### src/hw/isa_pkg.sv
`default_nettype none

package isa_pkg;

    localparam int DATA_W     = 32;
    localparam int REG_ADDR_W = 5;
    localparam int NUM_REGS   = 32;

    localparam int OPCODE_W   = 6;
    localparam int FUNCT_W    = 6;
    localparam int IMM_W      = 16;

    // Bit positions of the instruction fields.
    localparam int OPCODE_LSB = 26;
    localparam int RS_LSB     = 21;
    localparam int RT_LSB     = 16;
    localparam int RD_LSB     = 11;
    localparam int FUNCT_LSB  = 0;
    localparam int IMM_LSB    = 0;

    typedef enum logic [OPCODE_W-1:0]
    {
        OP_R_TYPE = 6'h00,
        OP_ADDIU  = 6'h09,
        OP_ANDI   = 6'h0c,
        OP_ORI    = 6'h0d,
        OP_LUI    = 6'h0f,
        OP_LW     = 6'h23,
        OP_SW     = 6'h2b
    } opcode_e;

    // Function codes of the supported R-type instructions.
    typedef enum logic [FUNCT_W-1:0]
    {
        FN_ADDU = 6'h21,
        FN_SUBU = 6'h23,
        FN_AND  = 6'h24,
        FN_OR   = 6'h25,
        FN_XOR  = 6'h26,
        FN_SLT  = 6'h2a
    } funct_e;

endpackage

`default_nettype wire

### src/hw/pipe_pkg.sv
`default_nettype none

package pipe_pkg;

    localparam int ALU_OP_W     = 3;

    localparam int DMEM_WORDS   = 64;
    localparam int DMEM_ADDR_W  = 6;
    localparam int BYTE_OFF_W   = 2;               // Byte offset inside a word.

    // Cycles from the sampling edge to the writeback outputs.
    localparam int PIPE_LATENCY = 3;

    typedef enum logic [ALU_OP_W-1:0]
    {
        ALU_ADD = 3'd0,
        ALU_SUB = 3'd1,
        ALU_AND = 3'd2,
        ALU_OR  = 3'd3,
        ALU_XOR = 3'd4,
        ALU_SLT = 3'd5,
        ALU_LUI = 3'd6
    } alu_op_e;

    typedef struct packed
    {
        alu_op_e alu_op;
        logic    alu_src_imm;                      // Second operand is the immediate.
        logic    imm_zero_ext;
        logic    mem_read;
        logic    mem_write;
        logic    mem_to_reg;                       // Writeback takes the memory word.
        logic    reg_write;
    } ctrl_t;

endpackage

`default_nettype wire

### src/hw/pipe_if.sv
`default_nettype none

interface id_ex_if
    import isa_pkg::*, pipe_pkg::*;
();

    logic                  valid;
    ctrl_t                 ctrl;
    logic [DATA_W-1:0]     rs_data;
    logic [DATA_W-1:0]     rt_data;
    logic [DATA_W-1:0]     imm;                    // Already sign or zero extended.
    logic [REG_ADDR_W-1:0] dest;

    modport src
    (
        output valid,
        output ctrl,
        output rs_data,
        output rt_data,
        output imm,
        output dest
    );

    modport dst
    (
        input valid,
        input ctrl,
        input rs_data,
        input rt_data,
        input imm,
        input dest
    );

endinterface

interface ex_mem_if
    import isa_pkg::*, pipe_pkg::*;
();

    logic                  valid;
    ctrl_t                 ctrl;
    logic [DATA_W-1:0]     alu_result;
    logic [DATA_W-1:0]     store_data;
    logic [REG_ADDR_W-1:0] dest;

    modport src
    (
        output valid,
        output ctrl,
        output alu_result,
        output store_data,
        output dest
    );

    modport dst
    (
        input valid,
        input ctrl,
        input alu_result,
        input store_data,
        input dest
    );

endinterface

interface wb_if
    import isa_pkg::*;
();

    logic                  valid;                  // A register write is pending.
    logic [REG_ADDR_W-1:0] dest;
    logic [DATA_W-1:0]     data;

    modport src
    (
        output valid,
        output dest,
        output data
    );

    modport dst
    (
        input valid,
        input dest,
        input data
    );

endinterface

`default_nettype wire

### src/hw/decode_stage.sv
`default_nettype none

module decode_stage
    import isa_pkg::*, pipe_pkg::*;
(
    input  wire                i_clk,
    input  wire                i_rst_n,
    input  wire                i_instr_valid,
    input  wire   [DATA_W-1:0] i_instr,
    wb_if.dst                  wb,
    id_ex_if.src               id_ex
);

    opcode_e               op;
    funct_e                fn;
    logic [REG_ADDR_W-1:0] rs_addr;
    logic [REG_ADDR_W-1:0] rt_addr;
    logic [REG_ADDR_W-1:0] rd_addr;
    logic [IMM_W-1:0]      imm16;

    ctrl_t                 ctrl_c;
    logic                  legal_c;
    logic [DATA_W-1:0]     imm_c;
    logic [REG_ADDR_W-1:0] dest_c;
    logic [DATA_W-1:0]     rs_data_c;
    logic [DATA_W-1:0]     rt_data_c;

    logic [DATA_W-1:0]     regs [NUM_REGS];
    logic                  rf_we;

    assign op      = opcode_e'(i_instr[OPCODE_LSB +: OPCODE_W]);
    assign fn      = funct_e'(i_instr[FUNCT_LSB +: FUNCT_W]);
    assign rs_addr = i_instr[RS_LSB +: REG_ADDR_W];
    assign rt_addr = i_instr[RT_LSB +: REG_ADDR_W];
    assign rd_addr = i_instr[RD_LSB +: REG_ADDR_W];
    assign imm16   = i_instr[IMM_LSB +: IMM_W];

    always_comb
    begin
        ctrl_c  = '{alu_op: ALU_ADD, default: 1'b0};
        legal_c = 1'b1;
        case (op)
            OP_R_TYPE:
            begin
                ctrl_c.reg_write = 1'b1;
                case (fn)
                    FN_ADDU: ctrl_c.alu_op = ALU_ADD;
                    FN_SUBU: ctrl_c.alu_op = ALU_SUB;
                    FN_AND:  ctrl_c.alu_op = ALU_AND;
                    FN_OR:   ctrl_c.alu_op = ALU_OR;
                    FN_XOR:  ctrl_c.alu_op = ALU_XOR;
                    FN_SLT:  ctrl_c.alu_op = ALU_SLT;
                    default: legal_c = 1'b0;
                endcase
            end
            OP_ADDIU:
            begin
                ctrl_c.alu_src_imm = 1'b1;
                ctrl_c.reg_write   = 1'b1;
            end
            OP_ANDI, OP_ORI:
            begin
                ctrl_c.alu_op       = (op == OP_ANDI) ? ALU_AND : ALU_OR;
                ctrl_c.alu_src_imm  = 1'b1;
                ctrl_c.imm_zero_ext = 1'b1;
                ctrl_c.reg_write    = 1'b1;
            end
            OP_LUI:
            begin
                ctrl_c.alu_op       = ALU_LUI;
                ctrl_c.alu_src_imm  = 1'b1;
                ctrl_c.imm_zero_ext = 1'b1;
                ctrl_c.reg_write    = 1'b1;
            end
            OP_LW:
            begin
                ctrl_c.alu_src_imm = 1'b1;
                ctrl_c.mem_read    = 1'b1;
                ctrl_c.mem_to_reg  = 1'b1;
                ctrl_c.reg_write   = 1'b1;
            end
            OP_SW:
            begin
                ctrl_c.alu_src_imm = 1'b1;
                ctrl_c.mem_write   = 1'b1;
            end
            default: legal_c = 1'b0;                // Unknown encodings leave as a bubble.
        endcase
    end

    assign imm_c  = ctrl_c.imm_zero_ext ? {{(DATA_W-IMM_W){1'b0}}, imm16}
                                        : {{(DATA_W-IMM_W){imm16[IMM_W-1]}}, imm16};
    assign dest_c = (op == OP_R_TYPE) ? rd_addr : rt_addr;

    // A write in flight this cycle is seen by the read ports.
    assign rs_data_c = (rs_addr == '0) ? '0 :
                       (wb.valid && (wb.dest == rs_addr)) ? wb.data : regs[rs_addr];
    assign rt_data_c = (rt_addr == '0) ? '0 :
                       (wb.valid && (wb.dest == rt_addr)) ? wb.data : regs[rt_addr];

    assign rf_we = wb.valid && (wb.dest != '0);

    always_ff @(posedge i_clk)
    begin
        if (rf_we)
            regs[wb.dest] <= wb.data;
    end

    always_ff @(posedge i_clk)
    begin
        if (!i_rst_n)
            id_ex.valid <= 1'b0;
        else
            id_ex.valid <= i_instr_valid && legal_c;
    end

    always_ff @(posedge i_clk)
    begin
        id_ex.ctrl    <= ctrl_c;
        id_ex.rs_data <= rs_data_c;
        id_ex.rt_data <= rt_data_c;
        id_ex.imm     <= imm_c;
        id_ex.dest    <= dest_c;
    end

    // A valid write must name a known register for the register 0 guard to hold.
    a_wb_dest_known : assert property (@(posedge i_clk) disable iff (!i_rst_n)
        wb.valid |-> !$isunknown(wb.dest));

endmodule

`default_nettype wire

### src/hw/execute_stage.sv
`default_nettype none

module execute_stage
    import isa_pkg::*, pipe_pkg::*;
(
    input  wire      i_clk,
    input  wire      i_rst_n,
    id_ex_if.dst     id_ex,
    ex_mem_if.src    ex_mem
);

    logic [DATA_W-1:0] op_a;
    logic [DATA_W-1:0] op_b;
    logic [DATA_W-1:0] alu_y;
    logic              lt_signed;

    assign op_a = id_ex.rs_data;
    assign op_b = id_ex.ctrl.alu_src_imm ? id_ex.imm : id_ex.rt_data;

    assign lt_signed = $signed(op_a) < $signed(op_b);

    always_comb
    begin
        case (id_ex.ctrl.alu_op)
            ALU_ADD: alu_y = op_a + op_b;
            ALU_SUB: alu_y = op_a - op_b;
            ALU_AND: alu_y = op_a & op_b;
            ALU_OR:  alu_y = op_a | op_b;
            ALU_XOR: alu_y = op_a ^ op_b;
            ALU_SLT: alu_y = {{(DATA_W-1){1'b0}}, lt_signed};
            ALU_LUI: alu_y = op_b << IMM_W;      // Immediate goes to the upper half.
            default: alu_y = '0;
        endcase
    end

    always_ff @(posedge i_clk)
    begin
        if (!i_rst_n)
            ex_mem.valid <= 1'b0;
        else
            ex_mem.valid <= id_ex.valid;
    end

    always_ff @(posedge i_clk)
    begin
        ex_mem.ctrl       <= id_ex.ctrl;
        ex_mem.alu_result <= alu_y;
        ex_mem.store_data <= id_ex.rt_data;       // SW stores rt.
        ex_mem.dest       <= id_ex.dest;
    end

    // Decode must never hand a load that is also a store to the memory stage.
    a_mem_excl : assert property (@(posedge i_clk) disable iff (!i_rst_n)
        id_ex.valid |-> !(id_ex.ctrl.mem_read && id_ex.ctrl.mem_write));

endmodule

`default_nettype wire

### src/hw/mips_core.sv
`default_nettype none

module mips_core
    import isa_pkg::*;
(
    input  wire                    i_clk,
    input  wire                    i_rst_n,
    input  wire                    i_instr_valid,
    input  wire   [DATA_W-1:0]     i_instr,
    output logic                   o_wb_valid,
    output logic  [REG_ADDR_W-1:0] o_wb_dest,
    output logic  [DATA_W-1:0]     o_wb_data
);

    id_ex_if  id_ex_bus ();
    ex_mem_if ex_mem_bus ();
    wb_if     wb_bus ();

    decode_stage u_decode_stage
    (
        .i_clk         (i_clk),
        .i_rst_n       (i_rst_n),
        .i_instr_valid (i_instr_valid),
        .i_instr       (i_instr),
        .wb            (wb_bus.dst),
        .id_ex         (id_ex_bus.src)
    );

    execute_stage u_execute_stage
    (
        .i_clk   (i_clk),
        .i_rst_n (i_rst_n),
        .id_ex   (id_ex_bus.dst),
        .ex_mem  (ex_mem_bus.src)
    );

    result_stage u_result_stage
    (
        .i_clk   (i_clk),
        .i_rst_n (i_rst_n),
        .ex_mem  (ex_mem_bus.dst),
        .wb      (wb_bus.src)
    );

    assign o_wb_valid = wb_bus.valid;
    assign o_wb_dest  = wb_bus.dest;
    assign o_wb_data  = wb_bus.data;

endmodule

`default_nettype wire

### src/hw/result_stage.sv
`default_nettype none

module result_stage
    import isa_pkg::*, pipe_pkg::*;
(
    input  wire      i_clk,
    input  wire      i_rst_n,
    ex_mem_if.dst    ex_mem,
    wb_if.src        wb
);

    logic [DATA_W-1:0]      dmem [DMEM_WORDS];
    logic [DMEM_ADDR_W-1:0] word_addr;
    logic                   mem_access;

    // Memory/writeback register.
    logic [DATA_W-1:0]      alu_q;
    logic [DATA_W-1:0]      mem_q;
    logic [REG_ADDR_W-1:0]  dest_q;
    logic                   mem_to_reg_q;
    logic                   reg_write_q;

    assign word_addr  = ex_mem.alu_result[BYTE_OFF_W +: DMEM_ADDR_W];
    assign mem_access = ex_mem.valid && (ex_mem.ctrl.mem_read || ex_mem.ctrl.mem_write);

    always_ff @(posedge i_clk)
    begin
        if (ex_mem.valid && ex_mem.ctrl.mem_write)
            dmem[word_addr] <= ex_mem.store_data;
    end

    always_ff @(posedge i_clk)
    begin
        mem_q        <= dmem[word_addr];           // Synchronous read.
        alu_q        <= ex_mem.alu_result;
        dest_q       <= ex_mem.dest;
        mem_to_reg_q <= ex_mem.ctrl.mem_to_reg;
    end

    always_ff @(posedge i_clk)
    begin
        if (!i_rst_n)
            reg_write_q <= 1'b0;
        else
            reg_write_q <= ex_mem.valid && ex_mem.ctrl.reg_write;
    end

    assign wb.valid = reg_write_q;
    assign wb.dest  = dest_q;
    assign wb.data  = mem_to_reg_q ? mem_q : alu_q;   // Loads return the memory word.

    a_addr_ok : assert property (@(posedge i_clk) disable iff (!i_rst_n)
        mem_access |-> ((ex_mem.alu_result[BYTE_OFF_W-1:0] == '0) &&
                        (ex_mem.alu_result < DATA_W'(DMEM_WORDS << BYTE_OFF_W))));

endmodule

`default_nettype wire

### config.mk
export PLATFORM = sky130hd
export DESIGN_NAME = mips_core
export DESIGN_NICKNAME = d
export VERILOG_FILES = /design/src/hw/isa_pkg.sv /design/src/hw/pipe_pkg.sv /design/src/hw/pipe_if.sv /design/src/hw/decode_stage.sv /design/src/hw/execute_stage.sv /design/src/hw/mips_core.sv /design/src/hw/result_stage.sv
export SDC_FILE = /design/constraint.sdc
export NUM_CORES = 2
export LEC_CHECK = 0
export ABC_AREA = 0
export BUFFER_PORTS_ARGS = -buffer_cell sky130_fd_sc_hd__buf_2
export CORE_ASPECT_RATIO = 1.5
export CORE_MARGIN = 8
export CORE_UTILIZATION = 56
export CTS_CLUSTER_DIAMETER = 50
export DETAILED_ROUTE_END_ITERATION = 10
export PLACE_DENSITY = 0.83
export SLEW_MARGIN = 20
export SYNTH_ARGS = -nofsm -noshare
export SYNTH_HDL_FRONTEND = slang
export SYNTH_SLANG_ARGS = --single-unit
### constraint.sdc
create_clock -name i_clk -period 5.2 [get_ports i_clk]
set_input_delay 0.52 -clock i_clk [delete_from_list [all_inputs] [get_ports i_clk]]
set_output_delay 0.52 -clock i_clk [all_outputs]
set_load 0.02 [all_outputs]
======== Yosys cells after proc, flatten, opt, wreduce, memory -nomap -nowiden ========
Memory sizes are Yosys's and may differ from the RTL's. A register that Yosys moved wholly into a read port is not among the register bits.
Cells that the tools add are included.
operators by class
  add/subtract/negate cells ............... 2
  multiply operators ...................... 0
  eq/ne operators ......................... 18
  reduce and logical (&&, ||, !) cells .... 14
  divide/modulo/power cells ............... 0
  magnitude comparators ................... 1
  muxes and demuxes ....................... 18
  bitwise logic cells ..................... 3
  shifts and indexed selects .............. 0
operators by type and width
  operator              number
  $pmux W32 S7          1
  $mux W32              2
  $eq A6 B6 Y1 const B  8
  $add A32 B32 Y32      1
  $and A32 B32 Y32      1
  $lt A32 B32 Y1        1
  $or A32 B32 Y32       1
  $sub A32 B32 Y32      1
  $xor A32 B32 Y32      1
  $eq A6 B4 Y1 const B  4
  $reduce_or A6 Y1      3
  $pmux W3 S5           1
  $mux W1               11
  $logic_not A5 Y1      2
  $eq A3 B3 Y1 const B  3
  $pmux W3 S3           1
  $eq A3 B2 Y1 const B  2
  $logic_not A6 Y1      1
  $mux W5               1
  $reduce_bool A5 Y1    1
  $logic_and A1 B1 Y1   4
  $eq A3 B1 Y1 const B  1
  $logic_not A3 Y1      1
  $reduce_or A3 Y1      1
  other kinds (2)       2
storage, ports and cells
  RAM bits ................................ 3072
  bits of input ports ..................... 35
  latch bits .............................. 0
  output and inout bits ................... 38
  register bits ........................... 142
  ROM bits ................................ 0
  memories kept ........................... 2
memories
  memory               words  width  rd ports  clocked after Yosys merged registers in  write ports  line                text
  u_result_stage.dmem  64     32     1         1                                        1            result_stage.sv:12  logic [DATA_W-1:0] dmem [DMEM_WORDS];
  u_decode_stage.regs  32     32     2         2                                        1            decode_stage.sv:28  logic [DATA_W-1:0] regs [NUM_REGS];

======== Logic depth before layout (Yosys ltp) ========
  depth in word-level cells ............... 5
  mapped depth ............................ 16
  depth with buffers taken out ............ 13

======== Hierarchy ========
From an unflattened synthesis, not the netlist that was laid out.
unflattened totals
  cell total of the unflattened synthesis .. 8017
  area total of the unflattened synthesis .. 137463.1 µm²
by module, submodules not included
  module         area an instance (µm²)  sequential area each (µm²)  cells an instance  instances
  result_stage   79397.4                 62920.3                     4467               1
  decode_stage   50634.8                 32651.3                     2591               1
  execute_stage  7430.9                  1581.5                      959                1

======== Worst setup path before layout ========
Ideal clock, no wire load.
  kind .................................... register -> register
  start point ............................. register, netlist name u_decode_stage.id_ex.ctrl[5]
  end point ............................... register u_execute_stage.ex_mem.alu_result[30]
  setup slack ............................. 1.233 ns
  cell stages (with the launch flop) ...... 17
  period minus slack after synthesis ...... 3.967 ns
  arrival time ............................ 3.847 ns
  library setup time ...................... 0.120 ns
  cell sequence ........................... dfxtp_1 -> clkbuf_1 -> clkbuf_1 -> inv_1 -> clkbuf_1 -> a21oi_1 -> ha_1 -> clkbuf_1 -> a21oi_1 -> o21ai_0 -> o31ai_1 -> a31o_1 -> o21a_1 -> o21ai_1 -> a41oi_1 -> mux2_1 -> a211o_1
on the way
  longest elaborated chain between the ends .. 3
RTL lines
  what                                            line                 text
  $mux W32 *                                      execute_stage.sv:18  assign op_b = id_ex.ctrl.alu_src_imm ? id_ex.imm : id_ex.rt_data;
  $sub A32 B32 Y32, or another cell as far along  execute_stage.sv:26  ALU_SUB: alu_y = op_a - op_b;
  $pmux W32 S7 *                                  execute_stage.sv:24  case (id_ex.ctrl.alu_op)
  net u_execute_stage.alu_y[30]                   execute_stage.sv:14  logic [DATA_W-1:0] alu_y;
  end signal: assignment                          execute_stage.sv:47  ex_mem.alu_result <= alu_y;
  end: declaration                                pipe_if.sv:50        output alu_result,
The timed path passes the listed nets; every way through them passes the cells marked *.
A chain may end at the register's enable or synchronous reset.

======== Worst setup path in the final report ========
  start point ............................. register, netlist name u_decode_stage.id_ex.ctrl[5]
  end point ............................... register u_execute_stage.ex_mem.alu_result[30]
on the way
  longest elaborated chain between the ends .. 3
RTL lines
  what                                            line
  $mux W32 *                                      execute_stage.sv:18
  $sub A32 B32 Y32, or another cell as far along  execute_stage.sv:26
  $pmux W32 S7 *                                  execute_stage.sv:24
  net u_execute_stage.alu_y[30]                   execute_stage.sv:14
Marked as above.

==> results.toml <==
[synth]
ys_ff_latch = 3310
async_reset_ff_share_pct = 0
synth_top_family_by_area = "multiplexers"
synth_ff_type = "edfxtp_1"
synthMuxAreaShare_pct = 11.4
yosys_warnings = 0
synth_edf_count = 3072
yosysSeqAreaShare_pct = 73.2
synth_fa_ha_area_share_pct = 1.11
synth_compound_area_share_pct = 9.94
synthSimpleGateAreaFrac_pct = 2.25
ys_types = 93
synth.cell_area_um2 = 132000
syn_inst = 7148
synth_xor_area_share_pct = 0.165
syn_avg_cell_area_um2 = 18.5

[timing]
finalHoldViolCount = 0
min_period_ps = 4340
post-route-period-util_pct = 83.6
relSlewSlack_pct = 19.2
timing.final.ws_setup_ps = 855
setup_tns_ps = 0
finalSetupViolCount = 0
tightest_slew_ps = 1200
timing.fmax_mhz = 230
slew_violations = 0
fin_skew_ps = 59.9
rsz0062_at_grt = "no"

[route]
vias_per_cell = 7.42
antenna_left = 0
drtPass1Iterations = 9
drt_wl_total_mm = 387
avgRoutedWirePerCell_um = 36.3
drt_first_iter_violations = 12400
num_vias = 79100
drc = 0

[grt]
grt_max_degree = 99
grt_pass1_vias = 79900
grt_pass1_wl_mm = 551
antenna_found_initial = 19
gr-total-overflow = 0
grt.total_usage_pct = 29.8

[clock_tree]
clockBufferDepth = 4
cts_made_buffers = 300
cts_resized = 0
cts_tree = "built"
insertion_delay_ps = 880
clock_sinks = 3310
clkSlewWorstSetupHoldPaths_ps = 60
h-tree-depth = 5
root_buffer = "clkbuf_16"

[critical_path]
path_buf_inv = 2
path_delay_family = "compound AO/OA/AOI/OAI gates"
critPathSlowestCell = "a2111oi_0"
cp.required_ps = 5910
worst_setup_path_end_kind = "flip-flop"
max_stage_delay_ps = 820
start_kind = "flip-flop"
crit_type = "flip-flop to flip-flop"
cp_max_fo = 12
cp_cell_sequence = "buf_4 -> mux2_2 -> inv_1 -> ha_1 -> nor2b_1 -> a2111oi_0 -> nand2_1 -> o21ai_0 -> nor2_1 -> o32ai_2 -> o21ai_1 -> xnor2_1 -> a211o_1"
worstPathArrival_ps = 5060

[place]
port_buffers = 72
routabilityCongestion = 0.921
placed_cell_area_um2 = 138000
dp_slack_ps = 1030
dp_hpwl_mm = 223

[finish]
drive_gt1_share_pct = 21.3
seq_area_um2 = 97100
syn2layout_area_growth_pct = 12.1
finalInstanceArea_um2 = 148000
multi_input_area_um2 = 33800
fillers = 14700
nets = 7492

[power]
power_density_nw_per_um2 = 446
switching_share_pct = 28.5
p_leak_nw = 46.5
netSwitchingPower_mw = 18.9
clkPwrFrac_pct = 34.4
max-vdd-ir-drop_mv = 0.346
internal-power_mw = 47.3
seqPwrFrac_pct = 48.3
combPwrFrac_pct = 17.3

[floorplan]
io_pins = 73
rows = 218
initial_utilization_pct = 56.3
core-area_um2 = 235000
die_area_um2 = 253000
die_w_um = 413
die_y_um = 612

[min_path]
hp-class = "input pin to flip-flop"

[job]
drv_cap = 0

[outcome]
status = "completed"
-- cell usage in the layout, fill, tap and decap left out, drive strengths merged, types with 9 or more instances in the layout --
master / Yosys / final
edfxtp: 3072 / 3072
mux4: 640 / 640
a22oi: 564 / 564
clkbuf: 356 / 373
buf: 155 / 346
a31oi: 245 / 245
dfxtp: 238 / 238
a221oi: 236 / 236
a22o: 233 / 233
nor2: 189 / 189
inv: 131 / 148
a21oi: 139 / 139
a211oi: 138 / 138
ha: 114 / 114
clkinv: 0 / 109
nand2: 103 / 103
nor2b: 71 / 71
nor4: 60 / 60
o21ai: 57 / 57
mux2i: 56 / 56
nand3: 34 / 34
bufinv: 0 / 32
conb: 1 / 32
nor3: 31 / 31
nand4: 27 / 27
dlygate4sd3: 0 / 25
o22ai: 24 / 24
xnor2: 17 / 17
o211ai: 14 / 14
o21bai: 13 / 13
clkinvlp: 0 / 12
and3: 12 / 12
a21o: 11 / 11
nand3b: 11 / 11
nand2b: 10 / 10
nor3b: 10 / 10
o31ai: 9 / 9
-- final timing paths --
kind,cells past startpoint,from,endpoint,slack [ps]
worst max register to register,13,u_decode_stage.id_ex.ctrl[5],u_execute_stage.ex_mem.alu_result[30],860
worst min register to register,0,u_execute_stage.ex_mem.alu_result[21],u_result_stage.alu_q[21],300
worst max-delay path,13,u_decode_stage.id_ex.ctrl[5],u_execute_stage.ex_mem.alu_result[30],860
worst min-delay path,3,i_instr[31],u_decode_stage.id_ex.ctrl[8],110
-- final cells by class --
type | instances | share of cell area, %
multi-input combinational | 3227 | 22.8
clock inverter | 170 | 1.28
antenna | 8 | 0.0135
timing repair buffer | 371 | 2.17
clock buffer | 373 | 5.45
tap | 3080 | 2.60
sequential | 3310 | 65.4
inverter | 131 | 0.331
-- metal layers --
metal	track usage (%)	vias to the layer above	share of wire, %
li1	-	30600	-
met1	35.0	39300	31
met2	49.8	7569	49
met3	6.25	1708	12
met4	19.5	6	8.0
met5	0	-	0.011
-- power groups by stage --
stage / sequential [mW] / combinational [mW] / clock, mW
floorplan: 32.0 / 6.51 / 0
global placement: 32.4 / 10.6 / 0
detailed placement: 32.5 / 10.9 / 0
CTS: 31.9 / 11.1 / 22.8
global route: 32.0 / 11.8 / 23.7
finish: 31.9 / 11.5 / 22.8
-- stage by stage --
step           instances  hold WS [ps]  util (%)  power [mW]
6_report           10700           107      63.1        66.2
5_1_grt            10700           116      63.1        67.5
4_1_cts            10700          53.4      63.1        65.9
3_5_place_dp       10100           312      58.8        43.4
3_3_place_gp       10100           311      58.7        43.1
2_1_floorplan       7179           310         -        38.5
-- registers in the layout (all words and copies together), names as in the netlist, 3 cells and up --
signal,cells
u_decode_stage.id_ex.ctrl,7
u_decode_stage.id_ex.dest,5
u_decode_stage.id_ex.imm,17
u_decode_stage.id_ex.rs_data,32
u_decode_stage.id_ex.rt_data,32
u_decode_stage.regs,1024
u_execute_stage.ex_mem.alu_result,32
u_execute_stage.ex_mem.ctrl,3
u_execute_stage.ex_mem.dest,5
u_execute_stage.ex_mem.store_data,32
u_result_stage.alu_q,32
u_result_stage.dmem,2048
u_result_stage.mem_q,32
u_result_stage.wb.dest,5
-- repair_timing --
| item | CTS | global route |
|---|---|---|
| hold endpoints to repair | 29 | 0 |
| setup buffers | 0 | 0 |
| hold buffers | 25 | 0 |
-- tightest hold or removal path: cells and delay by family --
family	cells	cell delay (ps)
simple gates	1	190
buf+inv	1	120
compound gates	1	90
-- Yosys cell counts, types with 6 or more instances --
| master | count | area share, % |
|---|---|---|
| a21o_1 | 11 | 0.062 |
| a21oi_1 | 137 | 0.52 |
| o22ai_1 | 24 | 0.11 |
| nor4_1 | 58 | 0.27 |
| and3_1 | 12 | 0.057 |
| xor2_1 | 8 | 0.053 |
| nor2b_1 | 71 | 0.34 |
| buf_1 | 75 | 0.21 |
| mux4_2 | 640 | 11 |
| o21bai_1 | 13 | 0.074 |
| nand3b_1 | 11 | 0.062 |
| o221ai_1 | 6 | 0.040 |
| mux2_2 | 6 | 0.051 |
| nor3_1 | 30 | 0.11 |
| nor3b_1 | 10 | 0.057 |
| a221oi_1 | 236 | 1.6 |
| a32oi_1 | 7 | 0.046 |
| o21ai_0 | 53 | 0.20 |
| nor2_1 | 189 | 0.54 |
| a31oi_1 | 245 | 1.2 |
| inv_1 | 130 | 0.37 |
| a22o_1 | 233 | 1.5 |
| nand2b_1 | 10 | 0.047 |
| mux2i_1 | 56 | 0.42 |
| or3_1 | 6 | 0.028 |
| nand3_1 | 34 | 0.13 |
| clkbuf_1 | 355 | 1.0 |
| o31a_1 | 7 | 0.046 |
| ha_1 | 114 | 1.1 |
| edfxtp_1 | 3072 | 70 |
| xnor2_1 | 17 | 0.11 |
| dfxtp_1 | 238 | 3.6 |
| o31ai_1 | 8 | 0.045 |
| a211oi_1 | 138 | 0.78 |
| buf_2 | 74 | 0.28 |
| a22oi_1 | 564 | 3.2 |
| nand2_1 | 103 | 0.29 |
| nand4_1 | 27 | 0.13 |
| or2_2 | 6 | 0.028 |
| o211ai_1 | 14 | 0.079 |
-- cell families (layout without fill, tap and decap cells) --
group,after synthesis,after routing
buffers and inverters,642,1045
adders and majority gates,116,116
muxes,703,703
DFF,3310,3310
other,1,40
xor gates and xnor gates,25,25
AOI/OAI and AO/OA,1760,1760
and+or+nand+nor,591,591
Note: power is estimated with default switching activity, not from simulation.
